File: src/fir_cfg_pkg.sv
////////////////////////////////////////////////////////////
// Datapath widths, tap counts and fixed-point shift
// constants for the complex FIR
////////////////////////////////////////////////////////////

package fir_cfg_pkg;

  // Rail widths
  localparam int SAMPLE_W    = 24;
  localparam int COEF_W      = 27;
  localparam int PREADD_W    = 25;
  localparam int PROD_W      = 52;
  localparam int ACC_W       = 38;
  localparam int OUT_W       = 32;

  // Filter geometry
  localparam int NUM_TAPS    = 29;
  localparam int NUM_COEFS   = 15;
  localparam int NUM_MACS    = 5;
  localparam int NUM_PHASES  = 3;

  // Fixed-point alignment
  localparam int PROD_SHIFT  = 18;
  localparam int OUT_SHIFT   = 5;

  // Storage sizes
  localparam int FIFO_DEPTH  = 4;
  localparam int COEF_ADDR_W = 4;

endpackage

File: src/sample_fifo.sv
////////////////////////////////////////////////////////////
// Four-entry I/Q sample FIFO with full and empty flags
////////////////////////////////////////////////////////////

`timescale 1ns/1ps

module sample_fifo
  import fir_cfg_pkg::*;
(
  input  logic                       clk,
  input  logic                       RST,
  input  logic                       push_i,
  input  logic signed [SAMPLE_W-1:0] samp_i_i,
  input  logic signed [SAMPLE_W-1:0] samp_q_i,
  input  logic                       pop_i,
  output logic signed [SAMPLE_W-1:0] head_i_o,
  output logic signed [SAMPLE_W-1:0] head_q_o,
  output logic                       empty_o,
  output logic                       full_o
);

  // Pointers carry one extra wrap bit
  logic [$clog2(FIFO_DEPTH):0]   wr_ptr;
  logic [$clog2(FIFO_DEPTH):0]   rd_ptr;
  logic [$clog2(FIFO_DEPTH)-1:0] wr_addr;
  logic [$clog2(FIFO_DEPTH)-1:0] rd_addr;
  logic                          wr_en;
  logic                          rd_en;

  logic signed [SAMPLE_W-1:0] mem_i [FIFO_DEPTH];
  logic signed [SAMPLE_W-1:0] mem_q [FIFO_DEPTH];

  assign wr_addr = wr_ptr[$clog2(FIFO_DEPTH)-1:0];
  assign rd_addr = rd_ptr[$clog2(FIFO_DEPTH)-1:0];

  assign empty_o = (wr_ptr == rd_ptr);
  assign full_o  = (wr_ptr[$clog2(FIFO_DEPTH)] != rd_ptr[$clog2(FIFO_DEPTH)]) &&
                   (wr_addr == rd_addr);

  // Pushes while full are dropped
  assign wr_en = push_i && !full_o;
  assign rd_en = pop_i && !empty_o;

  always_ff @(posedge clk)
  begin
    if (wr_en)
    begin
      mem_i[wr_addr] <= samp_i_i;
      mem_q[wr_addr] <= samp_q_i;
    end
  end

  always_ff @(posedge clk or posedge RST)
  begin
    if (RST)
    begin
      wr_ptr <= '0;
      rd_ptr <= '0;
    end
    else
    begin
      if (wr_en)
        wr_ptr <= wr_ptr + 1'b1;
      if (rd_en)
        rd_ptr <= rd_ptr + 1'b1;
    end
  end

  assign head_i_o = mem_i[rd_addr];
  assign head_q_o = mem_q[rd_addr];

  // Controller only pops a non-empty FIFO
  a_no_pop_empty: assert property (@(posedge clk) disable iff (RST)
    pop_i |-> !empty_o);

endmodule

File: config.mk
export PLATFORM = sky130hd
export DESIGN_NAME = sample_fifo
export DESIGN_NICKNAME = d
export VERILOG_FILES = /design/src/fir_cfg_pkg.sv /design/src/sample_fifo.sv
export SDC_FILE = /design/constraint.sdc
export NUM_CORES = 1
export LEC_CHECK = 0
export BUFFER_PORTS_ARGS = -buffer_cell sky130_fd_sc_hd__buf_4
export CORE_AREA = 4 4 180 129
export DETAILED_ROUTE_END_ITERATION = 6
export DIE_AREA = 0 0 184 133
export PLACE_DENSITY = 0.61
export SETUP_SLACK_MARGIN = 0.15
export SKIP_CTS_REPAIR_TIMING = 1
export SLEW_MARGIN = 20
export SYNTH_ARGS = -nofsm -noshare
export SYNTH_HDL_FRONTEND = slang
export SYNTH_SLANG_ARGS = --single-unit
File: constraint.sdc
create_clock -name clk -period 2.6 [get_ports clk]
set_clock_uncertainty 0.05 [all_clocks]
set_input_delay 0.26 -clock clk [delete_from_list [all_inputs] [get_ports clk]]
set_output_delay 0.26 -clock clk [all_outputs]
set_load 0.03 [all_outputs]
==> Word-level counts from Yosys, hierarchy flattened <==
Memories as Yosys holds them, arrays and structs flattened.
Cells that the tools add are included.
{ "totals": {"register_bits": 6, "latch_bits": 0, "ram_bits": 192, "mem_bits_ro": 0, "input_bits": 52, "out_inout_bits": 50, "word_cells": 16, "n_memories": 2} }
{ "classes": {"addsub": 2, "multipliers": 0, "n_div": 0, "n_lt_le_gt_ge": 0, "eq_ne": 3, "n_shift": 0, "muxes": 2, "bitwise": 0, "n_reduce_logical": 5} }
{ "mem_list": {"columns": ["memory", "depth", "word_bits", "rd", "rd_clocked_by_memory_dff", "wr", "line", "rtl"], "rows": [
  ["mem_i", 4, 24, 1, 0, 1, "sample_fifo.sv:30", "logic signed [SAMPLE_W-1:0] mem_i [FIFO_DEPTH];"],
  ["mem_q", 4, 24, 1, 0, 1, "sample_fifo.sv:31", "logic signed [SAMPLE_W-1:0] mem_q [FIFO_DEPTH];"]
]} }
{ "ops": {"columns": ["cell", "n"], "rows": [
  ["$add A3 B1 Y3 const B", 2],
  ["$eq A3 B3 Y1", 1],
  ["$logic_and A1 B1 Y1", 3],
  ["$eq A2 B2 Y1", 1],
  ["$logic_not A1 Y1", 2],
  ["$mux W1", 2],
  ["$ne A1 B1 Y1", 1]
]} }

==> Logic depth before layout (Yosys ltp) <==
Gate-level depths: netlist of the first run.
{ "logic_depth": {"depth_word": 6, "ltp_mapped": 5, "mapped_depth_nobuf": 5} }

==> Least setup slack after synthesis of the first run <==
Ideal clock, no wire load.
{ "synth_path": {"path_type": "reg-to-reg", "from": "reg rd_ptr[1]", "to": "mem mem_i[3][0] (enable)", "setup_time_ps": 429, "t_arrival_ps": 2295, "required_time_ps": 2121, "path_slack_ps": -174, "path_stages_with_launch": 4, "path_buffers": 1, "synth_period_minus_slack_ps": 2774, "cell_sequence": "dfrtp_1 buf_2 xnor2_1 a31oi_2"} }
{ "synth_via": {"elab_chain_len": 6} }
{ "synth_lines": {"columns": ["element", "line", "rtl"], "rows": [
  ["from (decl)", "sample_fifo.sv:24", "logic [$clog2(FIFO_DEPTH):0] rd_ptr;"],
  ["from (signal assigned)", "sample_fifo.sv:65", "rd_ptr <= rd_ptr + 1'b1;"],
  ["$eq A2 B2 Y1", "sample_fifo.sv:38", "(wr_addr == rd_addr);"],
  ["$logic_and A1 B1 Y1", "sample_fifo.sv:37", "assign full_o = (wr_ptr[$clog2(FIFO_DEPTH)] != rd_ptr[$clog2(FIFO_DEPTH)]) &&"],
  ["$logic_not A1 Y1", "sample_fifo.sv:41", "assign wr_en = push_i && !full_o;"],
  ["$logic_and A1 B1 Y1", "sample_fifo.sv:41", null],
  ["$mux W1", "sample_fifo.sv:46", "if (wr_en)"],
  ["$mux W1 (implied by the code)", "sample_fifo.sv:48", "mem_i[wr_addr] <= samp_i_i;"],
  ["to (decl)", "sample_fifo.sv:30", null]
]} }
No other way between the ends.

==> Final worst setup path of the first run <==
{ "layout_path": {"from": "reg rd_ptr[0]", "to": "out full_o"} }
{ "layout_via": {"elab_chain_len": 2} }
{ "layout_lines": {"columns": ["element", "line", "rtl"], "rows": [
  ["$eq A2 B2 Y1", "sample_fifo.sv:38", null],
  ["$logic_and A1 B1 Y1", "sample_fifo.sv:37", null],
  ["to (decl)", "sample_fifo.sv:19", "output logic full_o"]
]} }
No other way between the ends.

==> impl_results.rst, run 1 <==
.. list-table::
   :header-rows: 1

   * - Metric
     - Value
   * - Clock Power Share
     - 21.1%
   * - Number of global-route vias before repair
     - 3668
   * - CTS clock-pin slew for the worst setup and hold paths
     - 70 ps
   * - DRC viols
     - 0
   * - H-tree depth
     - 4
   * - Portion of the post-synthesis area used by sequential elements
     - between 70% and 80%
   * - Total Die Area
     - approximately 24000 sq um
   * - Largest net degree at the start of global routing
     - between 50 and 60
   * - Placed wire-length estimate
     - between 8000 and 9000 um
   * - Clock Tree Root
     - sky130_fd_sc_hd__clkbuf_16
   * - Hold violation total from the final report
     - 0
   * - Fmax achieved
     - 445 MHz
   * - Class of the worst hold path
     - in2reg
   * - Actual slew at the worst max-slew pin
     - around 460 ps
   * - Main synth FF type
     - sky130_fd_sc_hd__edfxtp_1
   * - Placement Rows
     - 45
   * - Yosys warning total
     - 0
   * - Timing endpoint of the critical path
     - full_o
   * - Top-area cell type share of the netlist area
     - 77.6%
   * - Period utilisation layout
     - 86.5%
   * - Total of flip-flops plus latches after synthesis
     - 198
   * - Net Sw Frac
     - about a third
   * - Leakage component of the power
     - around 3.3 nW
   * - CTS tree
     - done
   * - Met2 Usage GRT
     - between 10% and 20%
   * - IO Count
     - a little over 100
   * - Slew HR
     - between 60% and 70%
   * - Number of CTS-inserted buffers
     - 17
   * - Top post-synthesis cells by count
     - sky130_fd_sc_hd__edfxtp_1 (192), sky130_fd_sc_hd__mux4_2 (48), sky130_fd_sc_hd__dfrtp_1 (6)
   * - Number of input and output port buffers inserted
     - roughly 100
   * - Placeable core region
     - 21500 sq um
   * - Global placement routability congestion
     - roughly 0.77
   * - Starting Density
     - 34.5%
   * - Sort of element at the start of the critical path
     - flip-flop
   * - Global-route wire length before repair
     - 21200 um
   * - Clock insertion delay at the later pin of the skew report
     - approximately 420 ps
   * - Minimum setup slack among reg-to-reg paths
     - between 500 and 600 ps
   * - Cells after Synth
     - around 300
   * - Largest voltage drop on the vdd net
     - 491 uV
   * - Worst setup path class
     - reg2out
   * - Shortest clock period the worst path allows after layout
     - approximately 2200 ps
   * - Die X-Extent
     - roughly 180 um
   * - Synth async-reset ratio
     - 3.03%
   * - Flop pwr share
     - around two fifths
   * - Number of search-and-repair iterations in the first detailed-routing pass
     - 6
   * - Kind of end point of the critical path
     - output port
   * - Dominant cell by count in the synthesized netlist
     - sky130_fd_sc_hd__edfxtp_1
   * - Critical path data required time
     - 2290 ps
   * - Met1 track demand over resource in global routing
     - between 10 and 15%
   * - Wire length reported by the detailed router
     - between 10000 and 15000 um
   * - Initial antenna violation count
     - 0
   * - Distinct cell type count after synthesis
     - 26
   * - Layout cells sized above 1
     - 41.5%
   * - Crit path max fanout
     - 5
   * - Synthesized Nets
     - ~360
   * - Number of cells on the worst reg-to-reg path
     - 5
   * - Post-synthesis area per instance
     - roughly 25 sq um
   * - Final TNS setup
     - 0 ps
   * - Layer carrying the most global-route usage
     - met2
   * - Total congestion overflow after global routing
     - 0
   * - Maximum buffer depth of the clock tree
     - 2
   * - Data arrival time of the critical path
     - a little under 2000 ps
   * - Synth area leaders
     - sky130_fd_sc_hd__edfxtp_1 (78%), sky130_fd_sc_hd__mux4_2 (15%), sky130_fd_sc_hd__dfrtp_1 (2.0%), sky130_fd_sc_hd__ha_1 (0.84%), sky130_fd_sc_hd__xnor2_1 (0.47%)
   * - Vias
     - between 3000 and 4000
   * - Unrepaired setup endpoints after global routing
     - false
   * - Count of flip-flops with a built-in enable after synthesis
     - ~190
   * - Met3 track utilization from global routing
     - 4.12%
   * - Avg WL per Cell
     - 18.7 um
   * - Switching pwr
     - around 3.9 mW
   * - Number of clock sinks
     - approximately 200
   * - Number of antenna repair diodes
     - 0
   * - Post-Synthesis Cell Area
     - between 7000 and 8000 sq um
   * - Worst r2r dst
     - mem_i[0][1]
   * - Post-route total power
     - roughly 11 mW
   * - Internal power of the cells
     - about 7.3 mW
   * - Top cell type by total area after synthesis
     - sky130_fd_sc_hd__edfxtp_1
   * - Reg2Reg Launch Point
     - rd_ptr[0]
   * - Number of max-cap violations
     - 0
   * - Final Max Tran Viols
     - 0
   * - Number of setup violations in the final report
     - 0
   * - Status
     - complete, no violations
   * - Area growth syn-to-layout
     - 30.0%
   * - Post-detailed-route via-to-cell ratio
     - 4.64
   * - Power per cell area
     - about 1200 nW/um^2
   * - Die extent in y
     - 133 um
   * - Start point of the critical path
     - rd_ptr[0]
   * - Overall Global Routing Usage
     - a little under an eighth
   * - Drt initial violations
     - roughly 230
   * - Share of total power in combinational logic
     - 38.9%
   * - Final nets
     - around 530
   * - Final ANT Viol Nets
     - 0
## layer usage
layer / wire [um] / up-vias
li1: - / 1607
met4: 184 / 0
met2: 7040 / 104
met5: 0 / -
met3: 808 / 13
met1: 6270 / 1832
## kinds of logic (layout without fill, tap and decap cells)
group           after synthesis  after routing  synth area share, %
xor+xnor                      9              9                 1.36
mux                          48             48                 14.6
flops                       198            198                 79.6
fa+ha+maj                     5              5                0.842
buf+inv                      17            200                 1.36
simple gates                 11             11                0.842
compound gates               13             13                 1.38
## final cells by class
class	count	area [sq um]
well taps	282	353
clock inverters	13	95.1
repair buffers	163	1410
multi-input cells	86	1420
clock buffers	19	433
inverters	5	18.8
fillers	1857	11900
flip-flops and latches	198	5920
## cell usage in the layout (no fill, tap or decap)
cell type                         n
sky130_fd_sc_hd__edfxtp_1       192
sky130_fd_sc_hd__buf_4          109
sky130_fd_sc_hd__dlygate4sd3_1   49
sky130_fd_sc_hd__mux4_2          48
sky130_fd_sc_hd__clkbuf_16       17
sky130_fd_sc_hd__inv_1            5
sky130_fd_sc_hd__ha_1             5
sky130_fd_sc_hd__inv_6            5
sky130_fd_sc_hd__buf_12           5
sky130_fd_sc_hd__o31ai_1          4
sky130_fd_sc_hd__xnor2_1          4
sky130_fd_sc_hd__a21oi_1          4
sky130_fd_sc_hd__dfrtp_1          4
sky130_fd_sc_hd__nand2_1          3
sky130_fd_sc_hd__and3_2           3
sky130_fd_sc_hd__clkinv_1         3
sky130_fd_sc_hd__xor2_2           2
sky130_fd_sc_hd__xor2_1           2
sky130_fd_sc_hd__nand2b_1         2
sky130_fd_sc_hd__nor3_1           2
sky130_fd_sc_hd__clkinvlp_4       2
sky130_fd_sc_hd__clkbuf_1         2
sky130_fd_sc_hd__xnor2_2          1
sky130_fd_sc_hd__a211oi_2         1
sky130_fd_sc_hd__a211oi_1         1
sky130_fd_sc_hd__nand3_2          1
sky130_fd_sc_hd__a31oi_4          1
sky130_fd_sc_hd__a21boi_1         1
sky130_fd_sc_hd__o31ai_2          1
sky130_fd_sc_hd__clkinv_4         1
sky130_fd_sc_hd__inv_8            1
sky130_fd_sc_hd__clkinv_2         1
sky130_fd_sc_hd__dfrtp_4          1
sky130_fd_sc_hd__dfrtp_2          1
## worst max-delay path: stages, from the launching register on
cell and delay, ps:
sky130_fd_sc_hd__dfrtp_4 550, sky130_fd_sc_hd__buf_4 170, sky130_fd_sc_hd__xnor2_2 320, sky130_fd_sc_hd__nand3_2 160, sky130_fd_sc_hd__inv_1 140, sky130_fd_sc_hd__buf_4 180
## flip-flops by register name (all words and copies together), names as in the netlist
signal,cells
rd_ptr,3
wr_ptr,3
mem_q,96
mem_i,96
## through the flow
stage               instances  hold slack (ps)  cell area [sq um]  utilization [%]  worst slack [ps]
finish                    766              109               9650             44.9               351
global route              766             95.9               9650             44.9               277
CTS                       715             -277               9130             42.5               139
detailed placement        683              179               8610             40.0               521
global placement          683              172               8610             40.0               570
floorplan                 301            0.959               7440                -               390
## worst min-delay path by stage
stage	startpoint	endpoint	slack, ps	depth (start not counted)
floorplan	RST	rd_ptr[0]	1	1
global placement	RST	wr_ptr[0]	170	2
detailed placement	RST	rd_ptr[2]	180	2
CTS	RST	rd_ptr[2]	-280	2
global route	pop_i	rd_ptr[0]	100	3
finish	pop_i	rd_ptr[0]	110	3
## power by group through the flow
stage	combinational, mW	sequential [mW]	clock, mW
finish	4.35	4.47	2.36
global route	4.65	4.52	2.59
global placement	4.26	4.56	0
CTS	4.30	4.54	2.43
detailed placement	4.29	4.60	0
floorplan	2.93	4.45	0
Power figures use the tool's default switching activity.
==> inputs of run 2 (changes only) <==
--- a/config.mk
+++ b/config.mk
@@ -6,10 +6,10 @@
 export NUM_CORES = 1
 export LEC_CHECK = 0
 export BUFFER_PORTS_ARGS = -buffer_cell sky130_fd_sc_hd__buf_4
-export CORE_AREA = 4 4 180 129
+export CORE_AREA = 4 4 194 139
 export DETAILED_ROUTE_END_ITERATION = 6
-export DIE_AREA = 0 0 184 133
-export PLACE_DENSITY = 0.61
+export DIE_AREA = 0 0 198 143
+export PLACE_DENSITY = 0.55
 export SETUP_SLACK_MARGIN = 0.15
 export SKIP_CTS_REPAIR_TIMING = 1
 export SLEW_MARGIN = 20
==> impl_results.rst, run 2 (synthesized netlist as in run 1, its figures left out) <==
.. list-table::
   :header-rows: 1

   * - Metric
     - Value
   * - Shortest clock period the worst path allows after layout
     - 2310 ps (+59.4 ps)
   * - Final nets
     - 533 (+0.95%)
   * - Power per cell area
     - 1170 nW/um^2 (+0.87%)
   * - Clock Tree Root
     - sky130_fd_sc_hd__clkbuf_16
   * - Data arrival time of the critical path
     - 2000 ps (+60 ps)
   * - Start point of the critical path
     - rd_ptr[0]
   * - Share of total power in combinational logic
     - 38.8% (about the same)
   * - Die X-Extent
     - 198 um (+7.6%)
   * - Initial antenna violation count
     - 0 (unchanged)
   * - Most common cell after layout, fill and taps aside
     - sky130_fd_sc_hd__edfxtp_1
   * - Leading registers by flop count
     - mem_i x96, mem_q x96
   * - Sort of element at the start of the critical path
     - flip-flop
   * - # placed instances
     - 731 (+7.0%)
   * - Final design instance area without fill
     - 9790 sq um (+1.5%)
   * - Cell Count, Final, Fillers Out
     - 820 (+7.0%)
   * - Flop pwr share
     - 39.0% (-1.0 points)
   * - Status
     - complete, no violations
   * - IO Count
     - 102 (unchanged)
   * - Starting Density
     - 29.4% (-5.1 points)
   * - Placed Instance Area
     - 8630 sq um (+0.33%)
   * - Met3 routed WL
     - 693 um (-14%)
   * - Vias
     - 3564 (+0.22%)
   * - Internal power of the cells
     - 7.46 mW (+2.2%)
   * - Critical path data required time
     - 2290 ps (about the same)
   * - Layout cells sized above 1
     - 42.7% (+1.2 points)
   * - Number of setup violations in the final report
     - 0 (unchanged)
   * - CTS tree
     - done
   * - Fmax achieved
     - 433 MHz (-2.6%)
   * - Number of search-and-repair iterations in the first detailed-routing pass
     - 4 (-2)
   * - Reg2Reg Launch Point
     - rd_ptr[0]
   * - DRC viols
     - 0 (unchanged)
   * - Global placement routability congestion
     - 0.664 (-14%)
   * - Avg WL per Cell
     - 18.2 um (-2.6%)
   * - Die extent in y
     - 143 um (+7.5%)
   * - Period utilisation layout
     - 88.8% (+2.3 points)
   * - Post-detailed-route via-to-cell ratio
     - 4.35 (-6.4%)
   * - Largest net degree at the start of global routing
     - 39 (-28%)
   * - Max layer used
     - met4
   * - Routed metal-1 wirelength
     - 6930 um (+10%)
   * - Crit path max fanout
     - 19 (+14)
   * - Placeable core region
     - 25300 sq um (+17%)
   * - Clock Power Share
     - 22.2% (+1.1 points)
   * - Net Sw Frac
     - 34.8% (+0.12 points)
   * - Leakage component of the power
     - 3.35 nW (+1.4%)
   * - Number of antenna repair diodes
     - 0 (unchanged)
   * - Worst setup path class
     - reg2out
   * - Number of CTS-inserted buffers
     - 17 (unchanged)
   * - Total congestion overflow after global routing
     - 0 (unchanged)
   * - Largest voltage drop on the vdd net
     - 607 uV (+24%)
   * - Global-route wire length before repair
     - 22000 um (+3.9%)
   * - Maximum buffer depth of the clock tree
     - 2 (unchanged)
   * - Kind of end point of the critical path
     - output port
   * - Number of global-route vias before repair
     - 3692 (+0.65%)
   * - Total met2 wirelength after detailed routing
     - 7130 um (+1.2%)
   * - Slew HR
     - 67.4% (-1.7 points)
   * - Commonest non-fill, non-tap cells in the layout
     - sky130_fd_sc_hd__edfxtp_1 (192), sky130_fd_sc_hd__buf_4 (114), sky130_fd_sc_hd__dlygate4sd3_1 (49)
   * - Hold violation total from the final report
     - 0 (unchanged)
   * - Worst hold start
     - pop_i
   * - Overall Global Routing Usage
     - 10.6% (-0.98 points)
   * - Clock insertion delay at the later pin of the skew report
     - 430 ps (about the same)
   * - Drt initial violations
     - 187 (-19%)
   * - Placed wire-length estimate
     - 8960 um (+4.4%)
   * - Number of clock sinks
     - 198 (unchanged)
   * - CTS clock-pin slew for the worst setup and hold paths
     - 70 ps (about the same)
   * - Number of input and output port buffers inserted
     - 101 (unchanged)
   * - Final ANT Viol Nets
     - 0 (unchanged)
   * - Class of the worst hold path
     - in2reg
   * - Total Die Area
     - 28300 sq um (+16%)
   * - Switching pwr
     - 3.98 mW (+2.7%)
   * - Number of max-cap violations
     - 0 (unchanged)
   * - Placement Rows
     - 49 (+8.9%)
   * - Final Max Tran Viols
     - 0 (unchanged)
   * - Area growth syn-to-layout
     - 31.8%
   * - Wire length reported by the detailed router
     - 14900 um (+4.2%)
   * - H-tree depth
     - 4 (unchanged)
   * - Unrepaired setup endpoints after global routing
     - false
   * - Actual slew at the worst max-slew pin
     - 488 ps (+25.8 ps)
-- run 2: cell count changes in the layout (fill, tap and decap cells not counted), sizes merged --
cell	before	now
bufinv	0	1
buf	114	118
-- run 2: layout make-up --
type / count / area, sq um
inverter: 5 / 18.8
timing repair buffer: 168 / 1450
clock buffer: 18 / 429
sequential: 198 / 5920
fill: 2301 / 15500
multi-input combinational: 86 / 1420
clock inverter: 14 / 141
tap: 331 / 414
-- run 2: power groups by stage --
stage | Combinational [mW] | Sequential (mW) | Clock [mW]
6_report | 4.44 | 4.46 | 2.55
5_1_grt | 4.77 | 4.52 | 2.78
4_1_cts | 4.31 | 4.52 | 2.64
3_5_place_dp | 4.29 | 4.59 | 0
3_3_place_gp | 4.27 | 4.56 | 0
2_1_floorplan | 2.93 | 4.45 | 0
-- run 2: final timing paths --
kind | end | slack, ps | cells past startpoint
min in group asynchronous | rd_ptr[2] | 260 | 3
max | empty_o | 290 | 4
min | rd_ptr[0] | 90 | 3
max in group asynchronous | rd_ptr[0] | 2000 | 3
min reg2reg | wr_ptr[2] | 550 | 1
max reg2reg | mem_q[0][1] | 380 | 5
-- run 2: metal layers --
layer  GRT usage, %  vias to the layer above
li1               -                     1622
met1           14.5                     1868
met2           16.3                       63
met3           3.66                       11
met4           3.26                        0
met5              0                        -
-- run 2: critical path, stage by stage, from the launching register on --
cell	delay, ps
sky130_fd_sc_hd__dfrtp_4	560
sky130_fd_sc_hd__clkbuf_16	250
sky130_fd_sc_hd__xor2_2	230
sky130_fd_sc_hd__nor3_1	300
sky130_fd_sc_hd__buf_4	220
-- run 2: metrics by stage --
stage | hold WS [ps] | total power [mW] | setup WS, ps | setup TNS [ps] | utilization, %
global placement | 173 | 8.83 | 394 | 0 | 34.2
floorplan | 0.959 | 7.39 | 390 | 0 | -
global route | 74.0 | 12.1 | 186 | 0 | 38.8
CTS | -301 | 11.5 | -84.2 | -1560 | 36.4
finish | 91.3 | 11.4 | 292 | 0 | 38.8
detailed placement | 184 | 8.89 | 335 | 0 | 34.2
